$ cat config.mk
export PLATFORM = sky130hd
export DESIGN_NAME = address_decoder
export DESIGN_NICKNAME = d
export VERILOG_FILES = /design/src/verilog/ics_pkg.sv /design/src/verilog/address_decoder.sv
export SDC_FILE = /design/constraint.sdc
export NUM_CORES = 1
export LEC_CHECK = 0
export BUFFER_PORTS_ARGS = -buffer_cell sky130_fd_sc_hd__buf_2
export CAP_MARGIN = 20
export CELL_PAD_IN_SITES_DETAIL_PLACEMENT = 2
export CELL_PAD_IN_SITES_GLOBAL_PLACEMENT = 2
export CORE_AREA = 2 2 39 41
export DETAILED_ROUTE_END_ITERATION = 8
export DIE_AREA = 0 0 41 43
export PLACE_DENSITY_LB_ADDON = 0.25
export REMOVE_ABC_BUFFERS = 1
export SETUP_SLACK_MARGIN = 0.02
export SLEW_MARGIN = 20
export SYNTH_ARGS = -nofsm -noshare
export SYNTH_HDL_FRONTEND = slang
export SYNTH_SLANG_ARGS = --single-unit
$ cat constraint.sdc
create_clock -name vdp_clk -period 1.2 [get_ports vdp_clk]
set_input_delay 0.24 -clock vdp_clk [delete_from_list [all_inputs] [get_ports vdp_clk]]
set_output_delay 0.24 -clock vdp_clk [all_outputs]
set_load 0.01 [all_outputs]
$ cat src/verilog/ics_pkg.sv
//////////////////////////////////////////////////
// memory map of the peripheral bus
// top 4 address bits pick the region, all sizes fixed
// regions other than ram, dsp and status are unmapped
//////////////////////////////////////////////////

package ics_pkg;

    localparam int ADDR_WIDTH = 24;
    localparam int RAM_WORDS = 2048;
    localparam int RAM_INDEX_WIDTH = 11;

    // 4-bit region number, anything not listed reads as unmapped
    typedef enum logic [3:0] {
        REGION_RAM    = 4'd0,
        REGION_DSP    = 4'd1,
        REGION_STATUS = 4'd2
    } region_t;

    // word-addressed view for the cpu ram
    typedef struct packed {
        region_t                                  region;
        logic [ADDR_WIDTH-4-RAM_INDEX_WIDTH-3:0]  unused;
        logic [RAM_INDEX_WIDTH-1:0]               index;
        logic [1:0]                               byte_offset;
    } mem_addr_t;

    // register-addressed view for the mmio block
    typedef struct packed {
        region_t                  region;
        logic [ADDR_WIDTH-10:0]   unused;
        logic [2:0]               reg_index;
        logic [1:0]               byte_offset;
    } mmio_addr_t;

    typedef union packed {
        mem_addr_t  mem;
        mmio_addr_t mmio;
    } bus_addr_t;

    localparam logic [2:0] DSP_REG_A = 3'd0;
    localparam logic [2:0] DSP_REG_B = 3'd1;
    localparam logic [2:0] DSP_REG_RESULT = 3'd2;

    // led_r on, led_b off
    localparam logic [1:0] STATUS_RESET = 2'b01;

endpackage

$ cat src/verilog/address_decoder.sv
//////////////////////////////////////////////////
// selects are combinational and one cycle wide
// register accesses are blocked while their ready is due
// ram selects stay up until the arbiter grants them
//////////////////////////////////////////////////

module address_decoder (
    input  logic              vdp_clk,
    input  logic              vdp_reset,
    input  logic              cpu_valid,
    input  ics_pkg::bus_addr_t cpu_address,
    input  logic [3:0]        cpu_wstrb,
    output logic              ram_en,
    output logic              dsp_en,
    output logic              dsp_write_en,
    output logic              status_en,
    output logic              status_write_en,
    output logic              unmapped_en
);

    import ics_pkg::*;

    logic in_flight;
    logic access;
    logic is_write;

    assign access = cpu_valid && !in_flight;
    assign is_write = |cpu_wstrb;

    always_comb begin
        ram_en = 1'b0;
        dsp_en = 1'b0;
        status_en = 1'b0;
        unmapped_en = 1'b0;
        if (access) begin
            case (cpu_address.mem.region)
                REGION_RAM:    ram_en = 1'b1;
                REGION_DSP:    dsp_en = 1'b1;
                REGION_STATUS: status_en = 1'b1;
                default:       unmapped_en = 1'b1;
            endcase
        end
    end

    assign dsp_write_en = dsp_en && is_write;
    assign status_write_en = status_en && is_write;

    // register and unmapped accesses always finish next cycle
    always_ff @(posedge vdp_clk) begin
        if (vdp_reset) begin
            in_flight <= 1'b0;
        end else begin
            in_flight <= dsp_en || status_en || unmapped_en;
        end
    end

endmodule

==> flow_summary_export.csv <==
group,metric,value,unit
run_status,outcome,"complete, but fails checks",
run_status,violations,"negative setup slack",
final_layout,final_common_cell,"buf_2",
die,fp.dieH,43,um
timing,finalSetupViolCount,5,
power,peakVddDrop,0.171,mV
min_path,hp-class,"in2reg",
final_layout,area_growth,139,%
yosys,yosys_warnings,0,
global_routing,grt_antenna_before_repair,0,
die,fp.dieArea,0.00176,mm2
final_layout,largestRegisters,"in_flight x1",
clock_network,cts.reportedPaths.clkPinSlew,0,ns
routing,drtIter0Drc,0,
timing,fmaxAchievable,709,MHz
routing,ant_nets,0,
setup_path,cp.arrival,1.17,ns
timing,rsz0062_at_grt,"yes",
setup_path,slowest_delay,0.55,ns
flow_run,cap_violations,0,
setup_path,critPathSlowestCell,"or4b_4",
timing,fin_crit_sh,118,%
timing,fin_worst_skew,0,ns
yosys,yosys-top-cells-area,"dfxtp_1 (18%), nor2_1 (14%), or4b_4 (13%)",
setup_path,required,0.96,ns
routing,drt-total-wl,483,um
final_layout,fin_cells,48,
power,cellLeakagePower,0.120,nW
routing,wire_per_inst,10.1,um
yosys,mappedNetlistArea,109,um2
setup_path,worstSetupPathType,"in2out",
setup_path,crit_path_end_kind,"output pin",
timing,finalMaxSlewViolations,0,
yosys,synthCells,14,
global_routing,grt-ovfl-total,0,
global_routing,grt_max_degree,8,
routing,route.detailed.drc,0,
die,start_util,7.87,%
timing,tightest_slew,0.344,ns
yosys,synth_seq_cells,1,
final_layout,final_cell_mix,"buf_2 (14), nor2_1 (4), or4b_4 (2), buf_4 (2)",
final_layout,n_antenna_cell,0,
die,io_pins,37,
power,power-per-cell-area,368,mW/mm2
placement,io_buffers,16,
die,rows,14,
placement,dpl_worst_slack,-0.291,ns
final_layout,layout-drive-gt1-share,71.9,%
final_layout,final_nets,65,
final_layout,largest_register,"in_flight",
timing,relSlewSlack,77.1,%
yosys,syn_avg_cell_area,7.78,um2
die,die_x,41,um
routing,routed_via_density,3.71,
setup_path,cp_top_family,"simple AND/OR/NAND/NOR gates",
setup_path,startpoint_type,"input port",
die,core_area,0.00138,mm2
yosys,synth.largest_area_cell,"dfxtp_1",
final_layout,largest_register_ffs,1,
yosys,seq_area_frac_synth,18.4,%
global_routing,grt_pass1_wl,759,um
setup_path,cp.buffers_inverters,2,
placement,dp_cells,47,
global_routing,grt.total_usage,5.70,%
yosys,synth_top_area_share,18.4,%
timing,setup_slack,-0.211,ns
placement,gp_congestion,0.562,
power,finalPower,95.8,uW
clock_network,clkLatencyLatePin,0,ns
global_routing,grt_pass1_vias,181,
timing,finalHoldViolations,0,
routing,via_count,178,
timing,period_needed,1.41,ns
setup_path,crit_path_cell_trace,"buf_8, or4b_4, nor3_4, buf_2",
setup_path,cp_max_fo,4,
yosys,synth_cell_types,11,
routing,first_pass_iters,1,
[worst paths after layout]
kind | startpoint | to | cells past startpoint | slack, ns
worst max-delay path | cpu_address[23] | dsp_write_en | 4 | -0.21
worst min-delay path | vdp_reset | in_flight$_SDFF_PP0_ | 2 | 0.40
worst max register to register | in_flight$_SDFF_PP0_ | in_flight$_SDFF_PP0_ | 2 | 0.35
worst min register to register | in_flight$_SDFF_PP0_ | in_flight$_SDFF_PP0_ | 2 | 0.72
[power by group]
part           switching (mW)  internal, mW
Clock                       0             0
Combinational          0.0271        0.0324
Sequential           0.000321        0.0359
Total                  0.0274        0.0683
[layer usage]
metal	global-route usage [%]	wire, um	up-vias
met2	11.9	248	12
met3	0.524	60	0
met5	0	0	-
met4	0	0	0
met1	5.71	174	75
li1	-	-	91
[timing repair]
action	CTS	global route
setup buffers	0	1
resized for setup	4	3
endpoints found under the setup margin	6	6
hold endpoints to repair	0	0
hold buffers	0	0
pin swaps	3	1
cloned	0	0
[stage by stage]
step,utilization [%],hold slack (ns),TNS (ns),cell area [um2]
floorplan,-,0.316,-0.124,109
global placement,15.6,0.402,-0.952,216
detailed placement,15.6,0.408,-1.07,216
CTS,17.2,0.408,-0.861,238
global route,18.8,0.420,-1.13,260
finish,18.8,0.404,-0.939,260
[area by class of cell]
class	instances	area, um2
well taps	16	20.0
flip-flops and latches	1	20.0
multi-input cells	13	109
fillers	170	1120
repair buffers	18	111
[synth_stat cells]
cell type  instances
nor2_1             4
nor3_1             1
nor4_1             1
or4b_4             1
a211oi_1           1
nand2b_1           1
nor3_2             1
nor3b_1            1
or4_1              1
or4b_1             1
dfxtp_1            1
[cells by family after synthesis]
logic type	synth area share, %
simple gates	74.7
flops	18.4
compound gates	6.90
Note: power is estimated with default switching activity, not from simulation.
