### src/verilog/ics_pkg.sv
//////////////////////////////////////////////////
// memory map of the peripheral bus
// top 4 address bits pick the region, all sizes fixed
// regions other than ram, dsp and status are unmapped
//////////////////////////////////////////////////

package ics_pkg;

    localparam int ADDR_WIDTH = 24;
    localparam int RAM_WORDS = 2048;
    localparam int RAM_INDEX_WIDTH = 11;

    // 4-bit region number, anything not listed reads as unmapped
    typedef enum logic [3:0] {
        REGION_RAM    = 4'd0,
        REGION_DSP    = 4'd1,
        REGION_STATUS = 4'd2
    } region_t;

    // word-addressed view for the cpu ram
    typedef struct packed {
        region_t                                  region;
        logic [ADDR_WIDTH-4-RAM_INDEX_WIDTH-3:0]  unused;
        logic [RAM_INDEX_WIDTH-1:0]               index;
        logic [1:0]                               byte_offset;
    } mem_addr_t;

    // register-addressed view for the mmio block
    typedef struct packed {
        region_t                  region;
        logic [ADDR_WIDTH-10:0]   unused;
        logic [2:0]               reg_index;
        logic [1:0]               byte_offset;
    } mmio_addr_t;

    typedef union packed {
        mem_addr_t  mem;
        mmio_addr_t mmio;
    } bus_addr_t;

    localparam logic [2:0] DSP_REG_A = 3'd0;
    localparam logic [2:0] DSP_REG_B = 3'd1;
    localparam logic [2:0] DSP_REG_RESULT = 3'd2;

    // led_r on, led_b off
    localparam logic [1:0] STATUS_RESET = 2'b01;

endpackage

### src/verilog/mmio_regs.sv
//////////////////////////////////////////////////
// signed 16x16 multiplier and 2-bit led status
// product trails operand writes by one cycle
// read data captured on the select cycle
//////////////////////////////////////////////////

module mmio_regs (
    input  logic               vdp_clk,
    input  logic               vdp_reset,
    input  logic               dsp_en,
    input  logic               dsp_write_en,
    input  logic               status_en,
    input  logic               status_write_en,
    input  ics_pkg::bus_addr_t cpu_address,
    input  logic [31:0]        cpu_write_data,
    output logic [31:0]        dsp_read_data,
    output logic [31:0]        status_read_data,
    output logic               led_r,
    output logic               led_b
);

    import ics_pkg::*;

    logic signed [15:0] mult_a;
    logic signed [15:0] mult_b;
    logic signed [31:0] product;
    logic [1:0]         status;
    logic [2:0]         reg_index;

    assign reg_index = cpu_address.mmio.reg_index;

    always_ff @(posedge vdp_clk) begin
        if (dsp_write_en && reg_index == DSP_REG_A) begin
            mult_a <= cpu_write_data[15:0];
        end
        if (dsp_write_en && reg_index == DSP_REG_B) begin
            mult_b <= cpu_write_data[15:0];
        end
        product <= mult_a * mult_b;
    end

    always_ff @(posedge vdp_clk) begin
        if (vdp_reset) begin
            status <= STATUS_RESET;
        end else if (status_write_en) begin
            status <= cpu_write_data[1:0];
        end
    end

    assign led_r = status[0];
    assign led_b = status[1];

    // operands read back sign extended
    always_ff @(posedge vdp_clk) begin
        if (dsp_en) begin
            case (reg_index)
                DSP_REG_A:      dsp_read_data <= {{16{mult_a[15]}}, mult_a};
                DSP_REG_B:      dsp_read_data <= {{16{mult_b[15]}}, mult_b};
                DSP_REG_RESULT: dsp_read_data <= product;
                default:        dsp_read_data <= 32'h0;
            endcase
        end
        if (status_en) begin
            status_read_data <= {30'h0, status};
        end
    end

endmodule

### config.mk
export PLATFORM = sky130hd
export DESIGN_NAME = mmio_regs
export DESIGN_NICKNAME = d
export VERILOG_FILES = /design/src/verilog/ics_pkg.sv /design/src/verilog/mmio_regs.sv
export SDC_FILE = /design/constraint.sdc
export NUM_CORES = 1
export LEC_CHECK = 0
export BUFFER_PORTS_ARGS = -buffer_cell sky130_fd_sc_hd__buf_4
export CORE_MARGIN = 2
export CORE_UTILIZATION = 57
export CTS_BUF_LIST = sky130_fd_sc_hd__clkbuf_16
export DETAILED_ROUTE_END_ITERATION = 12
export GPL_ROUTABILITY_DRIVEN = 0
export GPL_TIMING_DRIVEN = 0
export PLACE_DENSITY_LB_ADDON = 0.25
export SLEW_MARGIN = 40
export SYNTH_ARGS = -nofsm -noshare
export SYNTH_HDL_FRONTEND = slang
export SYNTH_SLANG_ARGS = --single-unit
### constraint.sdc
create_clock -name vdp_clk -period 7.7 [get_ports vdp_clk]
set_input_delay 0.385 -clock vdp_clk [delete_from_list [all_inputs] [get_ports vdp_clk]]
set_output_delay 0.385 -clock vdp_clk [all_outputs]
set_load 0.1 [all_outputs]
==> metrics.yaml <==
sta:
  tns_ns: 0
  setup_viol: 0
  fin_crit_ns: 7.291
  tightest_slew_ns: 0.8324
  fin_crit_sh_pct: 94.68
  clock_skew_ns: 0.01470
  slew_violations: 0
  rsz0062_at_grt: "false"
  fmax_mhz: 137.2
  hold_viol: 0
  slew_headroom_pct: 44.20
synth:
  synthFlopType: "edfxtp_1"
  synthArstFlopShare_pct: 0
  syn_avg_cell_area_sq_um: 9.974
  synth.area.top_cells: "fa_1 39%, edfxtp_1 15%, inv_1 8.8%"
  ys_seq_area_share_pct: 19.64
  yosysTopAreaCell: "fa_1"
  synth.distinct_cells: 57
  synth-edff-count: 66
  synth_warnings: 0
  yosysTopAreaCellShare_pct: 38.70
  synth-seq-cells: 100
  netlist_area_sq_um: 13550
  syn_inst: 1359
floorplan:
  num_rows: 56
  dieHeight_um: 158.2
  io_pins: 128
  coreArea_sq_um: 23400
  start_util_pct: 57.92
  die_area_sq_um: 25030
  die_w_um: 158.2
critical_path:
  path_max_fanout: 10
  end_kind: "flip-flop"
  r2r_start: "mult_b[9]$_DFFE_PP_"
  crit_arrival_ns: 7.54
  cp.required_ns: 7.95
  r2r_end: "product[30]$_DFF_P_"
  startpoint: "mult_b[9]$_DFFE_PP_"
  critPathLaunchType: "flip-flop"
  regToRegSetupSlack_ns: 0.41
  r2r_cells: 22
  crit_type: "reg2reg"
cells_and_area:
  syn_to_final_growth_pct: 9.498
  fin_area_sq_um: 14840
  mostFrequentLayoutCells: "318 x inv_1, 262 x fa_1, 130 x nand2_1, 121 x and2_1, 88 x buf_4"
  antenna_cells: 0
  drive_gt1_share_pct: 8.470
  mostFrequentLayoutCell: "inv_1"
  fin_nets: 1865
grt:
  grt_usage_pct: 26.44
  grt_pass1_wl_um: 49690
  grt_max_degree: 33
  grt_remaining_overflow: 0
  antenna_found_initial: 1
  grt_pass1_vias: 9813
min_path:
  min_from: "vdp_reset"
  hold_path_depth: 2
  hp-class: "in2reg"
  hold_end: "status[1]$_SDFFE_PP0P_"
placement:
  port_buffers: 57
  dp_hpwl_um: 24570
  dpl_cell_area_sq_um: 14520
clock_tree:
  holdBufCountCts: 0
  post_cts_resized: 0
  cts_tree: "done"
  clk_path_buf_depth: 2
  worstSkewPairLatency_ns: 0.37
  clk_pin_slew_ns: 0.08
  cts_sinks: 100
  cts_made_buffers: 9
  cts_setup_buffers: 0
  cts_root_buffer: "clkbuf_16"
  h-tree-depth: 3
power_and_ir_drop:
  vdd_drop_max_mv: 0.4887
  powerDensity_nw_per_um2: 410.0
  p_leak_nw: 7.432
status:
  run_status: "finished, final reports clean"
drt:
  totalWireLength_um: 30210
  post_drt_wl_per_cell_um: 16.94
  drt-initial-drc-count: 514
  drc_errors: 0
  via_count: 9312
  drt-pass1-iter-count: 6
  ant_nets: 0
  via_per_inst: 5.223
flow_run:
  maxCapViolCount: 0
[worst max-delay path, cell delays in order, from the launching register on]
cell	delay, ns
edfxtp_1	0.32
clkbuf_1	0.60
clkbuf_1	0.54
nand2_1	0.15
fa_1	0.52
inv_1	0.06
fa_1	0.51
inv_1	0.06
fa_1	0.53
inv_1	0.05
fa_1	0.44
fa_1	0.50
inv_1	0.07
fa_1	0.50
inv_1	0.05
ha_1	0.36
and3_4	0.24
nand3_2	0.12
a211oi_2	0.45
o2111ai_1	0.36
a21o_1	0.28
and4_1	0.17
a311o_1	0.31
[routing by layer]
| metal | up-vias | global-route usage, % | part of all wire (%) |
|---|---|---|---|
| met3 | 62 | 6.652 | 8.9 |
| met1 | 4679 | 34.77 | 40 |
| li1 | 4233 | - | - |
| met4 | 2 | 9.481 | 3.5 |
| met2 | 336 | 42.90 | 48 |
| met5 | - | 0 | 0.043 |
[final cells by class]
type	count	area, sq um
clock inverter	7	91.34
tap	319	399.1
multi-input combinational	890	9408
fill	1935	8561
clock buffer	9	225.2
sequential	100	2663
timing repair buffer	60	445.4
inverter	318	1194
buffer	80	416.7
[kinds of logic after synthesis]
kind of cell / after synthesis / synth area share [%]
other cells: 1 / 0.02767
flops: 100 / 19.64
fa+ha+maj: 344 / 46.27
buf+inv: 398 / 11.88
simple gates: 359 / 13.14
compound gates: 110 / 5.852
mux: 17 / 1.255
xor+xnor: 30 / 1.939
[Yosys cell counts (all sizes together), types with 3 or more instances]
library cell  instances
o21a                  3
xor2                  7
edfxtp               66
nand2b               10
a221oi                4
o21ai                15
nor2b                 4
nand3                10
nor2                 58
xnor2                23
ha                   82
mux2i                17
inv                 318
nor3                  9
a21o                 26
nand2               131
a21oi                32
and3                  5
dfxtp                34
a211oi                7
buf                  35
fa                  262
and2                121
clkbuf               45
a211o                 5
[flip-flops by register name (all words and copies together) (netlist names)]
name / flops
dsp_read_data: 32
mult_a: 16
status_read_data: 2
mult_b: 16
status: 2
product: 32
[stage by stage]
stage | power [mW] | worst slack, ns | utilization, % | instances | hold slack [ns]
detailed placement | 5.576 | 0.4360 | 62.06 | 1767 | 0.4461
CTS | 6.108 | 0.4101 | 63.41 | 1783 | 0.1615
floorplan | 4.654 | 1.605 | - | 1388 | 0.4574
global placement | 5.457 | 0.6499 | 61.92 | 1764 | 0.4466
global route | 6.766 | 0.08919 | 63.42 | 1783 | 0.1715
finish | 6.085 | 0.4095 | 63.42 | 1783 | 0.1675
[worst max path at each step]
| stage | to | slack, ns | cells after the start |
|---|---|---|---|
| after floorplan | product[30]$_DFF_P_ | 1.60 | 21 |
| after global placement | product[30]$_DFF_P_ | 0.65 | 22 |
| after detailed placement | product[30]$_DFF_P_ | 0.44 | 22 |
| after CTS | product[30]$_DFF_P_ | 0.41 | 22 |
| after global routing | product[30]$_DFF_P_ | 0.09 | 22 |
| final | product[30]$_DFF_P_ | 0.41 | 22 |
[power by group]
group | internal, mW | switching [mW] | leakage (nW)
combinational | 2.01 | 2.81 | 6.36
sequential | 0.747 | 0.0380 | 0.920
clock | 0.234 | 0.243 | 0.152
Note: power is estimated with default switching activity, not from simulation.
