<file path="config.mk">
export PLATFORM = sky130hd
export DESIGN_NAME = bus_arbiter_flat
export DESIGN_NICKNAME = d
export VERILOG_FILES = /design/src/verilog/ics_pkg.sv /design/src/verilog/ram_port.sv /design/src/verilog/bus_arbiter.sv /design/src/flat_wrapper.sv
export SDC_FILE = /design/constraint.sdc
export NUM_CORES = 1
export LEC_CHECK = 0
export ABC_AREA = 1
export BUFFER_PORTS_ARGS = -buffer_cell sky130_fd_sc_hd__buf_2
export CORE_AREA = 2 2 110 112
export CTS_CLUSTER_SIZE = 25
export DETAILED_ROUTE_END_ITERATION = 7
export DIE_AREA = 0 0 112 114
export MAX_ROUTING_LAYER = met4
export PLACE_DENSITY = 0.44
export SLEW_MARGIN = 20
export SYNTH_ARGS = -nofsm -noshare
export SYNTH_HDL_FRONTEND = slang
export SYNTH_SLANG_ARGS = --single-unit
</file>
<file path="constraint.sdc">
create_clock -name vdp_clk -period 1.2 [get_ports vdp_clk]
set_input_delay 0.24 -clock vdp_clk [delete_from_list [all_inputs] [get_ports vdp_clk]]
set_output_delay 0.24 -clock vdp_clk [all_outputs]
set_load 0.1 [all_outputs]
</file>
<file path="src/verilog/ics_pkg.sv">
//////////////////////////////////////////////////
// memory map of the peripheral bus
// top 4 address bits pick the region, all sizes fixed
// regions other than ram, dsp and status are unmapped
//////////////////////////////////////////////////

package ics_pkg;

    localparam int ADDR_WIDTH = 24;
    localparam int RAM_WORDS = 2048;
    localparam int RAM_INDEX_WIDTH = 11;

    // 4-bit region number, anything not listed reads as unmapped
    typedef enum logic [3:0] {
        REGION_RAM    = 4'd0,
        REGION_DSP    = 4'd1,
        REGION_STATUS = 4'd2
    } region_t;

    // word-addressed view for the cpu ram
    typedef struct packed {
        region_t                                  region;
        logic [ADDR_WIDTH-4-RAM_INDEX_WIDTH-3:0]  unused;
        logic [RAM_INDEX_WIDTH-1:0]               index;
        logic [1:0]                               byte_offset;
    } mem_addr_t;

    // register-addressed view for the mmio block
    typedef struct packed {
        region_t                  region;
        logic [ADDR_WIDTH-10:0]   unused;
        logic [2:0]               reg_index;
        logic [1:0]               byte_offset;
    } mmio_addr_t;

    typedef union packed {
        mem_addr_t  mem;
        mmio_addr_t mmio;
    } bus_addr_t;

    localparam logic [2:0] DSP_REG_A = 3'd0;
    localparam logic [2:0] DSP_REG_B = 3'd1;
    localparam logic [2:0] DSP_REG_RESULT = 3'd2;

    // led_r on, led_b off
    localparam logic [1:0] STATUS_RESET = 2'b01;

endpackage

</file>
<file path="src/verilog/ram_port.sv">
//////////////////////////////////////////////////
// single access port of the cpu ram
// one cycle read latency, wstrb of zero is a read
//////////////////////////////////////////////////

interface ram_port;

    import ics_pkg::*;

    logic [RAM_INDEX_WIDTH-1:0] address;
    logic                       cs;
    logic [3:0]                 wstrb;
    logic [31:0]                write_data;
    logic [31:0]                read_data;

    // arbiter side owns the request
    modport arbiter (
        output address, cs, wstrb, write_data,
        input  read_data
    );

    modport memory (
        input  address, cs, wstrb, write_data,
        output read_data
    );

endinterface
</file>
<file path="src/verilog/bus_arbiter.sv">
//////////////////////////////////////////////////
// loader writes always win the ram port
// cpu ram accesses wait, register accesses never do
// cpu_ready is a registered one-cycle pulse
//////////////////////////////////////////////////

module bus_arbiter (
    input  logic                                vdp_clk,
    input  logic                                vdp_reset,
    input  logic                                ram_en,
    input  logic                                dsp_en,
    input  logic                                status_en,
    input  logic                                unmapped_en,
    input  ics_pkg::bus_addr_t                  cpu_address,
    input  logic [3:0]                          cpu_wstrb,
    input  logic [31:0]                         cpu_write_data,
    input  logic                                loader_write,
    input  logic [ics_pkg::RAM_INDEX_WIDTH-1:0] loader_index,
    input  logic [31:0]                         loader_data,
    input  logic [31:0]                         dsp_read_data,
    input  logic [31:0]                         status_read_data,
    output logic                                cpu_ready,
    output logic [31:0]                         cpu_read_data,
    ram_port.arbiter                            ram
);

    import ics_pkg::*;

    logic    cpu_grant;
    logic    accept;
    region_t ack_region;

    // ram select is still up in the ready cycle, so skip it there
    assign cpu_grant = ram_en && !loader_write && !cpu_ready;
    assign accept = cpu_grant || dsp_en || status_en || unmapped_en;

    always_comb begin
        if (loader_write) begin
            ram.cs = 1'b1;
            ram.address = loader_index;
            ram.wstrb = 4'hf;
            ram.write_data = loader_data;
        end else begin
            ram.cs = cpu_grant;
            ram.address = cpu_address.mem.index;
            ram.wstrb = cpu_wstrb;
            ram.write_data = cpu_write_data;
        end
    end

    always_ff @(posedge vdp_clk) begin
        if (vdp_reset) begin
            cpu_ready <= 1'b0;
        end else begin
            cpu_ready <= accept;
        end
    end

    // source of the access that completes next cycle
    always_ff @(posedge vdp_clk) begin
        if (accept) begin
            ack_region <= cpu_address.mem.region;
        end
    end

    always_comb begin
        case (ack_region)
            REGION_RAM:    cpu_read_data = ram.read_data;
            REGION_DSP:    cpu_read_data = dsp_read_data;
            REGION_STATUS: cpu_read_data = status_read_data;
            default:       cpu_read_data = 32'h0;
        endcase
    end

endmodule

</file>
<file path="src/flat_wrapper.sv">
// flat-port wrapper written by rule: the top's interface ports become plain ports
module bus_arbiter_flat import ics_pkg::*;
  (vdp_clk, vdp_reset, ram_en, dsp_en, status_en, unmapped_en, cpu_address, cpu_wstrb, cpu_write_data, loader_write, loader_index, loader_data, dsp_read_data, status_read_data, cpu_ready, cpu_read_data, ram_address, ram_cs, ram_wstrb, ram_write_data, ram_read_data);
  ram_port ram_i ();
  input  logic vdp_clk;
  input  logic vdp_reset;
  input  logic ram_en;
  input  logic dsp_en;
  input  logic status_en;
  input  logic unmapped_en;
  input  ics_pkg::bus_addr_t cpu_address;
  input  logic [3:0] cpu_wstrb;
  input  logic [31:0] cpu_write_data;
  input  logic loader_write;
  input  logic [ics_pkg::RAM_INDEX_WIDTH-1:0] loader_index;
  input  logic [31:0] loader_data;
  input  logic [31:0] dsp_read_data;
  input  logic [31:0] status_read_data;
  output logic cpu_ready;
  output logic [31:0] cpu_read_data;
  output wire logic [$bits(ram_i.address)-1:0] ram_address;
  output wire logic [$bits(ram_i.cs)-1:0] ram_cs;
  output wire logic [$bits(ram_i.wstrb)-1:0] ram_wstrb;
  output wire logic [$bits(ram_i.write_data)-1:0] ram_write_data;
  input wire logic [$bits(ram_i.read_data)-1:0] ram_read_data;
  assign ram_address = ram_i.address;
  assign ram_cs = ram_i.cs;
  assign ram_wstrb = ram_i.wstrb;
  assign ram_write_data = ram_i.write_data;
  assign ram_i.read_data = ram_read_data;
  bus_arbiter u_core (.vdp_clk(vdp_clk), .vdp_reset(vdp_reset), .ram_en(ram_en), .dsp_en(dsp_en), .status_en(status_en), .unmapped_en(unmapped_en), .cpu_address(cpu_address), .cpu_wstrb(cpu_wstrb), .cpu_write_data(cpu_write_data), .loader_write(loader_write), .loader_index(loader_index), .loader_data(loader_data), .dsp_read_data(dsp_read_data), .status_read_data(status_read_data), .cpu_ready(cpu_ready), .cpu_read_data(cpu_read_data), .ram(ram_i));
endmodule
</file>
==> flow_metrics.py <==
metrics = {
    "power_and_ir_drop": {
        "power_leakage_nw": 3.218,
        "p_per_area_nw_per_um2": 696.7,
        "fin_total_pwr_mw": 4.595,
        "peakVddDrop_mv": 0.4918,
    },
    "clocking": {
        "insertion_delay_ns": 0.23,
        "cts_hold_buf": 0,
        "clk_pin_slew_ns": 0.03,
        "cts_buffers": 3,
        "cts_root_buf": "clkbuf_16",
        "cts_tree": "done",
        "cts.sinks": 5,
        "htreeDepth": 1,
        "clockBufferDepth": 2,
    },
    "cells_and_area": {
        "fin_cells": 762,
        "drive_gt1_frac": 0.8585,
        "diodes": 0,
        "areaGrowthSynthToFinish_pct": 334.5,
        "final_cell_area_sq_um": 6595,
        "nets": 822,
    },
    "yosys": {
        "synth_area_sq_um": 1518,
        "synth_fp_nets": 515,
        "synth.area.top_cells": "nand3_1 42%, nand2_1 33%, edfxtp_1 7.9%",
        "synth_top_area_share": 0.4221,
        "ys_seq_area_frac": 0.09233,
        "ys_warn_count": 0,
        "ys_types": 17,
        "syn-mean-instance-area_sq_um": 4.912,
        "synth.ff_latch_count": 5,
        "yosysTopAreaCell": "nand3_1",
        "synthCells": 309,
    },
    "die": {
        "core_area_sq_um": 11710,
        "fp.dieW_um": 112,
        "start_util": 0.1296,
        "die_area_sq_um": 12770,
        "die_h_um": 114,
        "ios": 287,
        "rows": 40,
    },
    "routing": {
        "drt_iter0_markers": 132,
        "drc_errors": 0,
        "wire_per_inst_um": 15.36,
        "vias": 3405,
        "drtPass1Iterations": 4,
        "drtAntennaViolNets": 0,
        "routed_wl_mm": 11.71,
        "detail_route.vias_per_cell": 4.469,
    },
    "sta": {
        "finalWorstSetupSlack_ns": -0.5936,
        "max_freq_mhz": 557.5,
        "finalHoldViolCount": 0,
        "relSlewSlack": 0.8713,
        "worst_pin_slew_ns": 0.1926,
        "rsz0062_at_grt": "true",
        "finalCritPeriodShare": 1.495,
        "setup_viol": 61,
        "clock_skew_ns": 0.001422,
        "slew_violations": 0,
        "min_period_ns": 1.794,
    },
    "run": {
        "drv_cap": 0,
    },
    "global_routing": {
        "grt_overflow_total": 0,
        "grt_max_degree": 22,
        "grt_pass1_vias": 3483,
        "grt_pass1_wl_mm": 17.65,
        "grt.total_usage": 0.1770,
        "antenna_found_initial": 0,
    },
    "setup_path": {
        "cp-end-kind": "output pin",
        "r2r_end": "u_core.ack_region[1]$_DFFE_PP_",
        "worst_r2r_startpoint": "u_core.cpu_ready$_SDFF_PP0_",
        "cp-startpoint": "u_core.ack_region[0]$_DFFE_PP_",
        "crit_type": "flop to output pin",
        "rr_worst_depth": 3,
        "worstPathMaxFanout": 8,
        "r2r_slack_ns": 0.07,
        "critPathRequiredTime_ns": 0.96,
        "startpoint_type": "flop",
        "crit_path_end": "cpu_read_data[20]",
        "worstPathArrival_ns": 1.55,
    },
    "worst_hold_path": {
        "hold_path_class": "primary input to flop",
    },
    "placed_design": {
        "hpwl_mm": 8.935,
        "numPortBuffers": 277,
        "gp_congestion": 0.8367,
        "placed_cells": 731,
        "place_area_sq_um": 5345,
    },
    "status": {
        "violations": "negative setup slack",
        "status": "finished, violations left",
    },
}
==> how the worst min path moves through the flow <==
stage | from | end | slack, ns | cells after the start
after global placement | vdp_reset | u_core.cpu_ready$_SDFF_PP0_ | 0.39 | 2
after global routing | vdp_reset | u_core.cpu_ready$_SDFF_PP0_ | 0.17 | 2
after detailed placement | vdp_reset | u_core.cpu_ready$_SDFF_PP0_ | 0.39 | 2
after CTS | vdp_reset | u_core.cpu_ready$_SDFF_PP0_ | 0.15 | 2
after floorplan | vdp_reset | u_core.cpu_ready$_SDFF_PP0_ | 0.30 | 1
final | vdp_reset | u_core.cpu_ready$_SDFF_PP0_ | 0.16 | 2
==> logic make-up (layout without fill, tap and decap cells) <==
| logic type | Yosys count | count (layout) | synth area share |
|---|---|---|---|
| flip-flops | 5 | 5 | 0.09234 |
| AO/OA/AOI/OAI | 1 | 1 | 0.003294 |
| AND/OR/NAND/NOR | 270 | 270 | 0.7988 |
| buffers and inverters | 33 | 339 | 0.1055 |
==> report_power, final <==
part / switching [mW] / leakage [nW] / internal (mW)
Sequential: 0.00846 / 0.0505 / 0.201
Clock: 0.104 / 0.0382 / 0.440
Combinational: 2.32 / 3.13 / 1.52
Total: 2.43 / 3.22 / 2.16
==> cells in the final DEF, fill, tap and decap left out, drive strengths merged, types with 2 or more instances in the layout <==
cell	netlist	routed
bufbuf	0	2
nand3	128	128
nand2	132	132
or2	4	4
buf	22	326
edfxtp	4	4
inv	5	4
nor2	5	5
clkbuf	6	6
==> sequential cells by signal, indices dropped and copies added (netlist names) <==
signal and cells:
u_core.ack_region 4, u_core.cpu_ready 1
==> synth_stat cells <==
library cell / count
or2_2: 4
nor2_1: 1
nand2_1: 132
buf_2: 17
buf_4: 2
nor2_2: 1
nand3_1: 128
buf_6: 1
inv_2: 3
buf_1: 2
a21oi_1: 1
edfxtp_1: 4
nor2_4: 3
nand3b_1: 1
dfxtp_1: 1
inv_1: 2
clkbuf_1: 6
==> worst max-delay path: stages, from the launching register on <==
cell	delay [ns]
edfxtp_1	0.43
buf_6	0.15
nor2_4	0.09
buf_6	0.14
buf_16	0.14
nand3_2	0.09
nand3_4	0.10
buf_12	0.17
==> area by class of cell <==
type	instances	area, sq um
fill	1025	5116
clock buffer	4	78.83
sequential	5	143.9
inverter	5	31.28
timing repair buffer	330	3445
tap	147	183.9
multi-input combinational	271	2713
==> repair_timing <==
action | CTS | global route
resized for setup | 113 | 68
cloned | 10 | 2
buffers inserted | 17 | 2
setup endpoints to repair | 80 | 84
pin swaps | 6 | 10
==> metal layers <==
layer | track usage | routed length, um | vias up
li1 | - | - | 1651
met1 | 0.1837 | 3989 | 1577
met2 | 0.3499 | 6619 | 173
met3 | 0.03826 | 1036 | 4
met4 | 0.02439 | 63 | 0
met5 | - | 0 | -
==> through the flow <==
step	worst slack (ns)	TNS, ns	utilization	hold slack [ns]
detailed placement	-0.3803	-14.68	0.4564	0.3868
floorplan	-0.2498	-7.968	-	0.2994
finish	-0.5936	-19.03	0.5631	0.1560
global placement	-0.3549	-13.35	0.4564	0.3874
CTS	-0.5980	-19.96	0.5356	0.1509
global route	-0.6689	-22.25	0.5631	0.1699
No activity file was read; power rests on OpenSTA's default activity.
