File: src/verilog/ics_pkg.sv
//////////////////////////////////////////////////
// memory map of the peripheral bus
// top 4 address bits pick the region, all sizes fixed
// regions other than ram, dsp and status are unmapped
//////////////////////////////////////////////////

package ics_pkg;

    localparam int ADDR_WIDTH = 24;
    localparam int RAM_WORDS = 2048;
    localparam int RAM_INDEX_WIDTH = 11;

    // 4-bit region number, anything not listed reads as unmapped
    typedef enum logic [3:0] {
        REGION_RAM    = 4'd0,
        REGION_DSP    = 4'd1,
        REGION_STATUS = 4'd2
    } region_t;

    // word-addressed view for the cpu ram
    typedef struct packed {
        region_t                                  region;
        logic [ADDR_WIDTH-4-RAM_INDEX_WIDTH-3:0]  unused;
        logic [RAM_INDEX_WIDTH-1:0]               index;
        logic [1:0]                               byte_offset;
    } mem_addr_t;

    // register-addressed view for the mmio block
    typedef struct packed {
        region_t                  region;
        logic [ADDR_WIDTH-10:0]   unused;
        logic [2:0]               reg_index;
        logic [1:0]               byte_offset;
    } mmio_addr_t;

    typedef union packed {
        mem_addr_t  mem;
        mmio_addr_t mmio;
    } bus_addr_t;

    localparam logic [2:0] DSP_REG_A = 3'd0;
    localparam logic [2:0] DSP_REG_B = 3'd1;
    localparam logic [2:0] DSP_REG_RESULT = 3'd2;

    // led_r on, led_b off
    localparam logic [1:0] STATUS_RESET = 2'b01;

endpackage

File: src/verilog/boot_loader.sv
//////////////////////////////////////////////////
// word stream to sequential ram writes from word 0
// no back-pressure, every strobe writes that cycle
// index wraps to zero after boot_last
//////////////////////////////////////////////////

module boot_loader (
    input  logic                                vdp_clk,
    input  logic                                vdp_reset,
    input  logic                                boot_valid,
    input  logic [31:0]                         boot_data,
    input  logic                                boot_last,
    output logic                                loader_write,
    output logic [ics_pkg::RAM_INDEX_WIDTH-1:0] loader_index,
    output logic [31:0]                         loader_data,
    output logic                                loader_busy
);

    import ics_pkg::*;

    logic [RAM_INDEX_WIDTH-1:0] next_index;
    logic                       streaming;

    always_ff @(posedge vdp_clk) begin
        if (vdp_reset) begin
            next_index <= '0;
            streaming <= 1'b0;
        end else if (boot_valid) begin
            next_index <= boot_last ? '0 : next_index + 1'b1;
            streaming <= !boot_last;
        end
    end

    // full word writes
    assign loader_write = boot_valid;
    assign loader_index = next_index;
    assign loader_data = boot_data;

    // high from the first strobe, low after the last write
    assign loader_busy = streaming || boot_valid;

endmodule

File: config.mk
export PLATFORM = sky130hd
export DESIGN_NAME = boot_loader
export DESIGN_NICKNAME = d
export VERILOG_FILES = /design/src/verilog/ics_pkg.sv /design/src/verilog/boot_loader.sv
export SDC_FILE = /design/constraint.sdc
export NUM_CORES = 1
export LEC_CHECK = 0
export BUFFER_PORTS_ARGS = -buffer_cell sky130_fd_sc_hd__buf_2
export CAP_MARGIN = 15
export CORE_AREA = 2 2 52 54
export CTS_CLUSTER_DIAMETER = 50
export DETAILED_ROUTE_END_ITERATION = 12
export DIE_AREA = 0 0 54 56
export GPL_TIMING_DRIVEN = 0
export PLACE_DENSITY = 0.77
export SLEW_MARGIN = 0
export SYNTH_ARGS = -nofsm -noshare
export SYNTH_HDL_FRONTEND = slang
export SYNTH_SLANG_ARGS = --single-unit
File: constraint.sdc
create_clock -name vdp_clk -period 1.85 [get_ports vdp_clk]
set_clock_uncertainty 0.05 [all_clocks]
set_input_delay 0 -clock vdp_clk [delete_from_list [all_inputs] [get_ports vdp_clk]]
set_output_delay 0 -clock vdp_clk [all_outputs]
set_load 0.02 [all_outputs]
==> key figures, run 1 <==
Drt
  – Average wire per standard cell: 10.6 um
  – First DRT Iteration DRCs: 6
  – Remaining DRCs: 0
  – Routed wl met2: 1.01 mm
  – Max layer used: met4
  – TritonRoute pass-1 iters: 4
  – Vias/cell: 4.75
  – M1 wire length: 701 um
  – Via count: 889
  – Metal3 WL: 246 um
  – Routed Antenna Nets: 0
  – Routed Wire Length: 1.98 mm

Logic synthesis
  – Syn nets: 142
  – Yosys reg bits: 12
  – Synth area leader: buf_4
  – Post-synth top flop: dfxtp_1
  – EDFF count, synth: 0
  – Register area share after synthesis: 28.1%
  – Mapped cell area: 855 um^2
  – Area share of the largest cell type after synthesis: 29.9%
  – Syn avg cell area: 8.14 um^2
  – Main area contributors after synthesis: buf_4 (30%), dfxtp_1 (28%), nand2_1 (4.0%), a31oi_1 (3.7%), o21ai_0 (2.9%)
  – Unique masters post-synth: 27
  – Post-Synthesis Cells: 105
  – Asr flop ratio synth: 0%
  – Synth warn: 0

Worst setup path
  – Critical path type: reg -> reg
  – Worst Path Max Fanout: 6
  – Type of origin of the critical path: flop
  – Data required, critical path: 2010 ps
  – Crit path buf inv count: 0
  – Crit path cell chain: ha_1, nand4_2, or4_1, a31oi_1
  – Crit path max-delay family: simple AND/OR/NAND/NOR gates
  – Arrival @ worst endpoint: 1850 ps
  – Critical path's slowest cell: or4_1
  – CP peak stage delay: 530 ps
  – CP Capture Type: flop

Floorplan
  – Core area: 0.00243 mm^2
  – Boundary Pins: 81
  – Initial Util: 35.1%
  – Die width: 54 um
  – Die height: 56 um
  – Num rows: 18
  – DIE AREA: 0.00302 mm^2

Timing
  – Count of pins over their slew limit: 0
  – Slew of the pin with the lowest slew margin: 342 ps
  – Rel. slew slack: 77.0%
  – Fmax: 0.592 GHz
  – Final hold vios: 0
  – RSZ-0062 raised after global routing: no
  – Final worst-path cycle share: 91.3%
  – Final setup fails: 0
  – Post-Route Setup TNS: 0 ps
  – Min Tclk post-route: 1690 ps

Finish
  – Area delta synth->final: 37.3%
  – Net count, final: 195
  – Register area: 240 um^2
  – Most common cell after layout, fill and taps aside: buf_2
  – Footprint of the multi-input gates: 339 um^2
  – Most frequent cells in the layout: buf_2 (48), buf_4 (34), dfxtp_1 (12)
  – Share of cells above drive strength 1: 57.3%
  – Antenna fix cells: 0
  – Fillers: 247

CTS
  – Root buf cell: clkbuf_4
  – Number of gates resized after cts: 0
  – CTS Buffer Depth: 2
  – Post-CTS setup buffer count: 0
  – Worst-skew pair later-pin latency: 270 ps
  – TritonCTS Buffers: 3
  – Reg clk slew, reported paths: 80 ps
  – H-tree depth: 1
  – Hold Buf Count CTS: 1
  – CTS tree: done
  – CTS Sinks: 12

Global routing
  – Initial antenna violation count: 0
  – First-pass GRT wire length: 2.88 mm
  – Total gr overflow: 0
  – GRT Resource Usage Total: 12.5%
  – Largest net degree at the start of global routing: 10
  – Vias in the first global route: 699

Placed design
  – DP HPWL: 1.62 mm
  – Count of input and output buffers: 47
  – Gpl congestion: 0.725

Power and ir drop
  – PwrDens: 558 mW/mm^2
  – LEAKAGE: 0.583 nW
  – Maximum vdd ir drop: 0.378 mV
  – Tot Pwr: 0.000655 W

Outcome
  – Status: finished clean

Flow run
  – Max_cap viols: 0

Worst hold path
  – Hold Path Class: in -> reg
[sequential cells by signal, indices dropped and copies added, names as in the netlist]
name,cells
loader_index,11
streaming,1
[worst paths after layout]
kind | startpoint | end | slack [ps] | depth (start not counted)
setup / recovery | loader_index[0]$_SDFFE_PP0P_ | loader_index[8]$_SDFFE_PP0P_ | 160 | 4
hold / removal | boot_valid | loader_index[1]$_SDFFE_PP0P_ | 20 | 3
setup reg to reg | loader_index[0]$_SDFFE_PP0P_ | loader_index[8]$_SDFFE_PP0P_ | 160 | 4
hold reg to reg | loader_index[10]$_SDFFE_PP0P_ | loader_index[10]$_SDFFE_PP0P_ | 430 | 2
[cells in the mapped netlist, drive strengths merged, types with 3 or more instances]
cell type / count
a21oi: 4
a31oi: 5
and2: 3
buf: 35
dfxtp: 12
inv: 4
nand2: 9
nand2b: 3
nand3: 4
nor2b: 3
o21ai: 5
or4: 3
[kinds of logic after synthesis]
kind of cell / Yosys count / share of synthesized area (%)
buf+inv: 39 / 32.2
flops: 12 / 28.1
mux: 2 / 2.34
compound gates: 16 / 11.4
simple gates: 33 / 22.4
fa+ha+maj: 1 / 1.46
xor+xnor: 2 / 2.05
[stage by stage]
stage                     hold WS [ps]  area [um^2]  util [%]  setup WS (ps)  cells
after floorplan                   19.1          855         -            166    105
after global placement             168         1130      46.3            219    182
after detailed placement           167         1130      46.3            185    182
after CTS                         29.2         1170      48.3            165    187
after global routing              47.5         1170      48.3           28.2    187
final                             24.3         1170      48.3            160    187
[where the power goes]
| part | internal, W | total, W | switching (W) |
|---|---|---|---|
| sequential | 0.000262 | 0.000267 | 0.00000445 |
| combinational | 0.0000836 | 0.000175 | 0.0000918 |
| clock | 0.000120 | 0.000213 | 0.0000937 |
| total | 0.000465 | 0.000655 | 0.000190 |
[tightest hold or removal path: stages]
cell	delay (ps)
buf_2	150
nand3b_1	90
a21oi_1	60
[metal layers]
metal	vias up	GRT usage [%]
li1	432	-
met1	400	13.5
met2	53	22.3
met3	4	1.88
met4	0	6.43
met5	-	0
[layout make-up]
| class | count | area share, % |
|---|---|---|
| buffer | 35 | 22.2 |
| clock buffer | 4 | 3.09 |
| inverter | 4 | 1.28 |
| multi-input combinational | 54 | 28.9 |
| sequential | 12 | 20.5 |
| tap | 30 | 3.20 |
| timing repair buffer | 48 | 20.9 |
(Power assumes the default switching activity.)
==> run 2, diff against run 1 <==
==> constraint.sdc (replaced) <==
create_clock -name vdp_clk -period 1.7 [get_ports vdp_clk]
set_clock_uncertainty 0.05 [all_clocks]
set_input_delay 0 -clock vdp_clk [delete_from_list [all_inputs] [get_ports vdp_clk]]
set_output_delay 0 -clock vdp_clk [all_outputs]
set_load 0.02 [all_outputs]
==> key figures, run 2 (synthesized netlist as in run 1, its figures left out) <==
Global routing
  – Initial antenna violation count: 0 (unchanged)
  – GRT Resource Usage Total: 12.5% (unchanged)
  – Vias in the first global route: 699 (unchanged)
  – First-pass GRT wire length: 2.88 mm (unchanged)
  – Largest net degree at the start of global routing: 10 (unchanged)
  – Total gr overflow: 0 (unchanged)

Placed design
  – Cells after DPL: 182 (unchanged)
  – Post-DP Area: 0.00113 mm^2 (unchanged)
  – Gpl congestion: 0.725 (unchanged)
  – Count of input and output buffers: 47 (unchanged)
  – DP HPWL: 1.62 mm (unchanged)

Timing
  – Final hold vios: 0 (unchanged)
  – Final worst-path cycle share: 91.8% (+0.46 points)
  – Post-Route Setup TNS: 0 ps (unchanged)
  – RSZ-0062 raised after global routing: no
  – Min Tclk post-route: 1560 ps (-129 ps)
  – Slew of the pin with the lowest slew margin: 362 ps (+20.4 ps)
  – Count of pins over their slew limit: 0 (unchanged)
  – Final setup fails: 0 (unchanged)
  – Fmax: 0.641 GHz (+8.3%)
  – Rel. slew slack: 75.8% (-1.2 points)

Drt
  – Routed Antenna Nets: 0 (unchanged)
  – Remaining DRCs: 0 (unchanged)
  – Average wire per standard cell: 10.9 um (+2.7%)
  – First DRT Iteration DRCs: 8 (+2)
  – Routed Wire Length: 2.03 mm (+2.7%)
  – TritonRoute pass-1 iters: 5 (+1)
  – Via count: 891 (+0.22%)
  – Vias/cell: 4.76 (+0.22%)

Floorplan
  – Die height: 56 um (unchanged)
  – DIE AREA: 0.00302 mm^2 (unchanged)
  – Initial Util: 35.1% (unchanged)
  – Core area: 0.00243 mm^2 (unchanged)
  – Die width: 54 um (unchanged)
  – Num rows: 18 (unchanged)
  – Boundary Pins: 81 (unchanged)

Finish
  – Most frequent cells in the layout: buf_2 (48), buf_4 (34), dfxtp_1 (10)
  – Share of cells above drive strength 1: 59.2% (+1.9 points)
  – Net count, final: 195 (unchanged)
  – Final Cell Area: 0.00119 mm^2 (+1.2%)
  – Fillers: 243 (-1.6%)
  – Most common cell after layout, fill and taps aside: buf_2
  – Number of flip-flops in the largest register: 11 (unchanged)
  – Area delta synth->final: 38.9%
  – Antenna fix cells: 0 (unchanged)
  – Register area: 243 um^2 (+1.0%)
  – Footprint of the multi-input gates: 350 um^2 (+3.3%)
  – Non-Filler Instances: 187 (unchanged)
  – Final core occ: 48.8% (+0.57 points)

CTS
  – TritonCTS Buffers: 3 (unchanged)
  – CTS tree: done
  – Post-CTS setup buffer count: 0 (unchanged)
  – CTS Buffer Depth: 2 (unchanged)
  – H-tree depth: 1 (unchanged)
  – Root buf cell: clkbuf_4
  – Worst-skew pair later-pin latency: 280 ps (about the same)
  – Reg clk slew, reported paths: 80 ps (about the same)
  – CTS Sinks: 12 (unchanged)

Power and ir drop
  – Tot Pwr: 0.000718 W (+9.6%)
  – PwrDens: 605 mW/mm^2 (+8.4%)
  – Maximum vdd ir drop: 0.389 mV (+2.9%)
  – LEAKAGE: 0.588 nW (+0.84%)

Worst setup path
  – Data required, critical path: 1860 ps (-150 ps)
  – Critical path type: reg -> reg
  – CP Capture Type: flop
  – Type of origin of the critical path: flop
  – Arrival @ worst endpoint: 1720 ps (-130 ps)
  – Worst Path Max Fanout: 6 (unchanged)
  – CP peak stage delay: 520 ps (about the same)
  – Critical path's slowest cell: or4_1
  – Crit path cell chain: ha_2, nand4_4, or4_1, a31oi_1
  – R2R Setup Slk: 140 ps (-20 ps)

Outcome
  – Status: finished clean

Worst hold path
  – Hold Path Class: in -> reg

Flow run
  – Max_cap viols: 0 (unchanged)
[run 2: metal layers]
layer  GRT usage, %  vias to the layer above  wire (um)
met5              0                        -          0
met4           6.43                        0         29
met3           1.88                        5        280
met2           22.3                       61       1030
met1           13.5                      393        689
li1               -                      432          -
[run 2: final cells by class]
cell class	count	area share, %
Multi-Input combinational cell	54	29.5
Timing Repair Buffer	48	20.7
Buffer	35	21.9
Tap cell	30	3.16
Inverter	4	1.26
Sequential cell	12	20.4
Clock buffer	4	3.06
[run 2: final timing paths]
| kind | start | end | cells after the start |
|---|---|---|---|
| worst min-delay path | boot_valid | loader_index[1]$_SDFFE_PP0P_ | 3 |
| worst max register to register | loader_index[0]$_SDFFE_PP0P_ | loader_index[8]$_SDFFE_PP0P_ | 4 |
| worst max-delay path | loader_index[0]$_SDFFE_PP0P_ | loader_index[8]$_SDFFE_PP0P_ | 4 |
| worst min register to register | loader_index[10]$_SDFFE_PP0P_ | loader_index[10]$_SDFFE_PP0P_ | 2 |
[run 2: where the power goes]
| part | switching, W | total [W] | internal, W |
|---|---|---|---|
| Combinational | 0.000101 | 0.000192 | 0.0000912 |
| Sequential | 0.00000498 | 0.000291 | 0.000286 |
| Clock | 0.000106 | 0.000236 | 0.000130 |
| Total | 0.000211 | 0.000718 | 0.000507 |
[run 2: timing repair]
item | CTS | global route
endpoints found under the hold margin | 6 | 0
gates resized for setup | 0 | 4
setup endpoints to repair | 0 | 2
hold buffers | 1 | 0
[run 2: critical path: cells and delay by family (launching register included)]
family | cells | cell delay [ps]
AOI/OAI and AO/OA | 1 | 160
DFF | 1 | 390
adders and majority gates | 1 | 250
and+or+nand+nor | 2 | 660
[run 2: metrics by stage]
stage	worst slack (ps)	hold slack [ps]
finish	139	14.0
global route	36.7	38.2
CTS	14.5	29.2
detailed placement	34.8	167
global placement	68.9	168
floorplan	15.5	19.1
==> run 3, diff against run 2 <==
--- a/config.mk
+++ b/config.mk
@@ -5,14 +5,15 @@
 export SDC_FILE = /design/constraint.sdc
 export NUM_CORES = 1
 export LEC_CHECK = 0
+export ABC_AREA = 1
 export BUFFER_PORTS_ARGS = -buffer_cell sky130_fd_sc_hd__buf_2
 export CAP_MARGIN = 15
-export CORE_AREA = 2 2 52 54
+export CORE_AREA = 2 2 53 55
 export CTS_CLUSTER_DIAMETER = 50
 export DETAILED_ROUTE_END_ITERATION = 12
-export DIE_AREA = 0 0 54 56
+export DIE_AREA = 0 0 55 57
 export GPL_TIMING_DRIVEN = 0
-export PLACE_DENSITY = 0.77
+export PLACE_DENSITY = 0.75
 export SLEW_MARGIN = 0
 export SYNTH_ARGS = -nofsm -noshare
 export SYNTH_HDL_FRONTEND = slang
==> key figures, run 3 <==
Global routing
  – GRT Resource Usage Total: 12.5% (-0.052 points)
  – Total gr overflow: 0 (unchanged)
  – Largest net degree at the start of global routing: 10 (unchanged)
  – Vias in the first global route: 735 (+5.2%)
  – Met3 Resource Use GR: 2.88% (+1.0 points)
  – GR Util met1: 15.8% (+2.2 points)
  – First-pass GRT wire length: 2.96 mm (+2.9%)
  – M2 GR Usage: 20.4% (-1.9 points)
  – Initial antenna violation count: 0 (unchanged)
  – GRT busiest layer: met2

Worst setup path
  – CP peak stage delay: 410 ps (-110 ps)
  – R2R Setup Slk: 420 ps (+280 ps)
  – Data required, critical path: 1870 ps (about the same)
  – Arrival @ worst endpoint: 1450 ps (-270 ps)
  – Critical path's slowest cell: dfxtp_1
  – Worst Path Max Fanout: 5 (-1)
  – R2R cell count: 7 (+3)
  – Type of origin of the critical path: flop
  – Worst Setup EP: loader_index[8]$_SDFFE_PP0P_
  – CP Capture Type: flop
  – Critical path type: reg -> reg
  – Crit path top cell by count: nand2_1
  – Worst Setup SP: loader_index[1]$_SDFFE_PP0P_
  – R2R Path End: loader_index[8]$_SDFFE_PP0P_
  – Crit path cell chain: ha_1, nand3_1, nor2_1, nand2_1, a21oi_1, nand2_1, inv_1
  – R2r startpoint: loader_index[1]$_SDFFE_PP0P_

Power and ir drop
  – Tot Pwr: 0.000653 W (-9.1%)
  – Combinational Power Share: 29.8% (+3.1 points)
  – Psw: 0.000195 W (-7.5%)
  – Maximum vdd ir drop: 0.384 mV (-1.3%)
  – Flop pwr share: 44.0% (+3.5 points)
  – PwrDens: 551 mW/mm^2 (-8.9%)
  – Clk pwr share: 26.1% (-6.7 points)
  – LEAKAGE: 0.632 nW (+7.3%)
  – Internal power: 0.000458 W (-9.7%)
  – Switching share of total power: 29.9% (+0.51 points)

Flow run
  – Max_cap viols: 0 (unchanged)

Drt
  – Vias/cell: 4.31 (-9.6%)
  – Routed Antenna Nets: 0 (unchanged)
  – Remaining DRCs: 0 (unchanged)
  – Average wire per standard cell: 9.05 um (-17%)
  – First DRT Iteration DRCs: 24 (+16)
  – TritonRoute pass-1 iters: 4 (-1)
  – Routed Wire Length: 1.88 mm (-7.4%)
  – Via count: 896 (+0.56%)

Floorplan
  – Num rows: 19 (+1)
  – DIE AREA: 0.00314 mm^2 (+3.7%)
  – Core area: 0.00262 mm^2 (+7.5%)
  – Die width: 55 um (+1.9%)
  – Initial Util: 33.4% (-1.7 points)
  – Boundary Pins: 81 (unchanged)
  – Die height: 57 um (+1.8%)

Logic synthesis
  – EDFF count, synth: 0 (unchanged)
  – Yosys reg bits: 12 (unchanged)
  – Area share of the largest cell type after synthesis: 28.4% (-1.5 points)
  – Unique masters post-synth: 19 (-30%)
  – Post-synth top flop: dfxtp_1
  – Syn nets: 162 (+14%)
  – Post-Synthesis Cells: 125 (+19%)
  – Synth warn: 0 (unchanged)
  – Register area share after synthesis: 27.5% (-0.60 points)
  – Synth area leader: buf_4
  – Dominant cell by count in the synthesized netlist: buf_4
  – Most frequent cells after synthesis: buf_4 (33), nand2_1 (27), nor2_1 (13), dfxtp_1 (12), inv_1 (10)
  – Mapped cell area: 873 um^2 (+2.2%)
  – Asr flop ratio synth: 0% (unchanged)
  – Syn avg cell area: 6.99 um^2 (-14%)
  – Main area contributors after synthesis: buf_4 (28%), dfxtp_1 (28%), nand2_1 (12%), nor2_1 (5.6%), a21oi_1 (5.2%)

Timing
  – Min Tclk post-route: 1280 ps (-281 ps)
  – Final setup fails: 0 (unchanged)
  – Final worst setup slack: 420 ps (+281 ps)
  – Rel. slew slack: 72.5% (-3.4 points)
  – RSZ-0062 raised after global routing: no
  – Final worst-path cycle share: 75.3% (-17 points)
  – Count of pins over their slew limit: 0 (unchanged)
  – Fmax: 0.782 GHz (+22%)
  – Post-Route Setup TNS: 0 ps (unchanged)
  – Final hold vios: 0 (unchanged)
  – Slew of the pin with the lowest slew margin: 413 ps (+50.7 ps)

Worst hold path
  – Hold Path Class: in -> reg

Finish
  – Antenna fix cells: 0 (unchanged)
  – Area delta synth->final: 35.7%
  – Non-Filler Instances: 208 (+11%)
  – Share of cells above drive strength 1: 50.3% (-9.0 points)
  – Most common cell after layout, fill and taps aside: buf_2
  – Most frequent cells in the layout: buf_2 (48), buf_4 (33), nand2_1 (27)
  – Number of flip-flops in the largest register: 11 (unchanged)
  – Fillers: 293 (+21%)
  – Net count, final: 216 (+11%)

Placed design
  – Pre-CTS setup slack: 427 ps (+392 ps)
  – Gpl congestion: 0.826 (+14%)
  – DP HPWL: 1.56 mm (-3.6%)
  – Count of input and output buffers: 48 (+2.1%)
  – Cells after DPL: 204 (+12%)

CTS
  – CTS tree: done
  – CTS Buffer Depth: 2 (unchanged)
  – Worst-skew pair later-pin latency: 270 ps (about the same)
  – Root buf cell: clkbuf_4
  – H-tree depth: 1 (unchanged)
  – TritonCTS Buffers: 3 (unchanged)
  – CTS Sinks: 12 (unchanged)
  – Reg clk slew, reported paths: 70 ps (about the same)

Outcome
  – Status: finished clean
## run 3: cell types whose count changed after synthesis, moves of 3 or more
cell	previous run	this run
nand2_1	9	27
nor2_1	0	13
a21oi_1	3	9
inv_1	4	10
a31oi_1	5	0
nand2b_1	3	0
nor2b_1	3	0
or4_1	3	0
## run 3: worst min-delay path by stage
stage / cells after the start / slack (ps) / startpoint / end
2_1_floorplan: 1 / 20 / vdp_reset / loader_index[1]$_SDFFE_PP0P_
3_3_place_gp: 2 / 170 / boot_data[1] / loader_data[1]
3_5_place_dp: 2 / 170 / boot_data[31] / loader_data[31]
4_1_cts: 3 / 9 / boot_valid / loader_index[2]$_SDFFE_PP0P_
5_1_grt: 3 / 30 / boot_valid / loader_index[2]$_SDFFE_PP0P_
6_report: 3 / 10 / boot_valid / loader_index[2]$_SDFFE_PP0P_
## run 3: routing by layer
layer | wire length, um | part of all wire, %
met3 | 191 | 10
met1 | 776 | 41
met5 | 0 | 0
met4 | 31 | 1.6
met2 | 882 | 47
## run 3: repair_timing
item	4_1_cts	5_1_grt
endpoints found under the hold margin	3	0
resized for setup	0	0
setup buffers	0	0
hold buffers	1	0
## run 3: stage by stage
stage	utilization [%]	hold WS [ps]	area, um^2
5_1_grt	45.3	28.8	1180
3_5_place_dp	44.1	168	1150
6_report	45.3	10.3	1180
4_1_cts	45.3	9.17	1180
2_1_floorplan	-	19.1	873
3_3_place_gp	44.1	167	1150
## run 3: final cells by class
| cell class | count | area, um^2 | area share [%] |
|---|---|---|---|
| multi-input cells | 69 | 344 | 29.0 |
| repair buffers | 49 | 250 | 21.1 |
| inverters | 11 | 41.3 | 3.48 |
| plain buffers | 33 | 248 | 20.9 |
| clock buffers | 3 | 22.5 | 1.90 |
| well taps | 31 | 38.8 | 3.27 |
| flip-flops and latches | 12 | 240 | 20.3 |
## run 3: worst max-delay path, delay by kind of cell (launching register included)
kind | cells | cell delay (ps)
compound gates | 1 | 110
fa+ha+maj | 1 | 220
buf+inv | 1 | 40
flops | 1 | 410
simple gates | 4 | 390
## run 3: power by group through the flow
stage	sequential (W)	combinational [W]	clock, W
after detailed placement	0.000294	0.000195	0
after CTS	0.000288	0.000197	0.000177
after global placement	0.000294	0.000194	0
final	0.000288	0.000195	0.000171
after global routing	0.000288	0.000211	0.000185
after floorplan	0.000297	0.000140	0
## run 3: cell families after synthesis
kind of cell,Yosys count,synth area share [%]
buffers and inverters,44,33.1
AOI/OAI and AO/OA,17,10.6
and+or+nand+nor,51,27.4
DFF,12,27.5
adders and majority gates,1,1.43
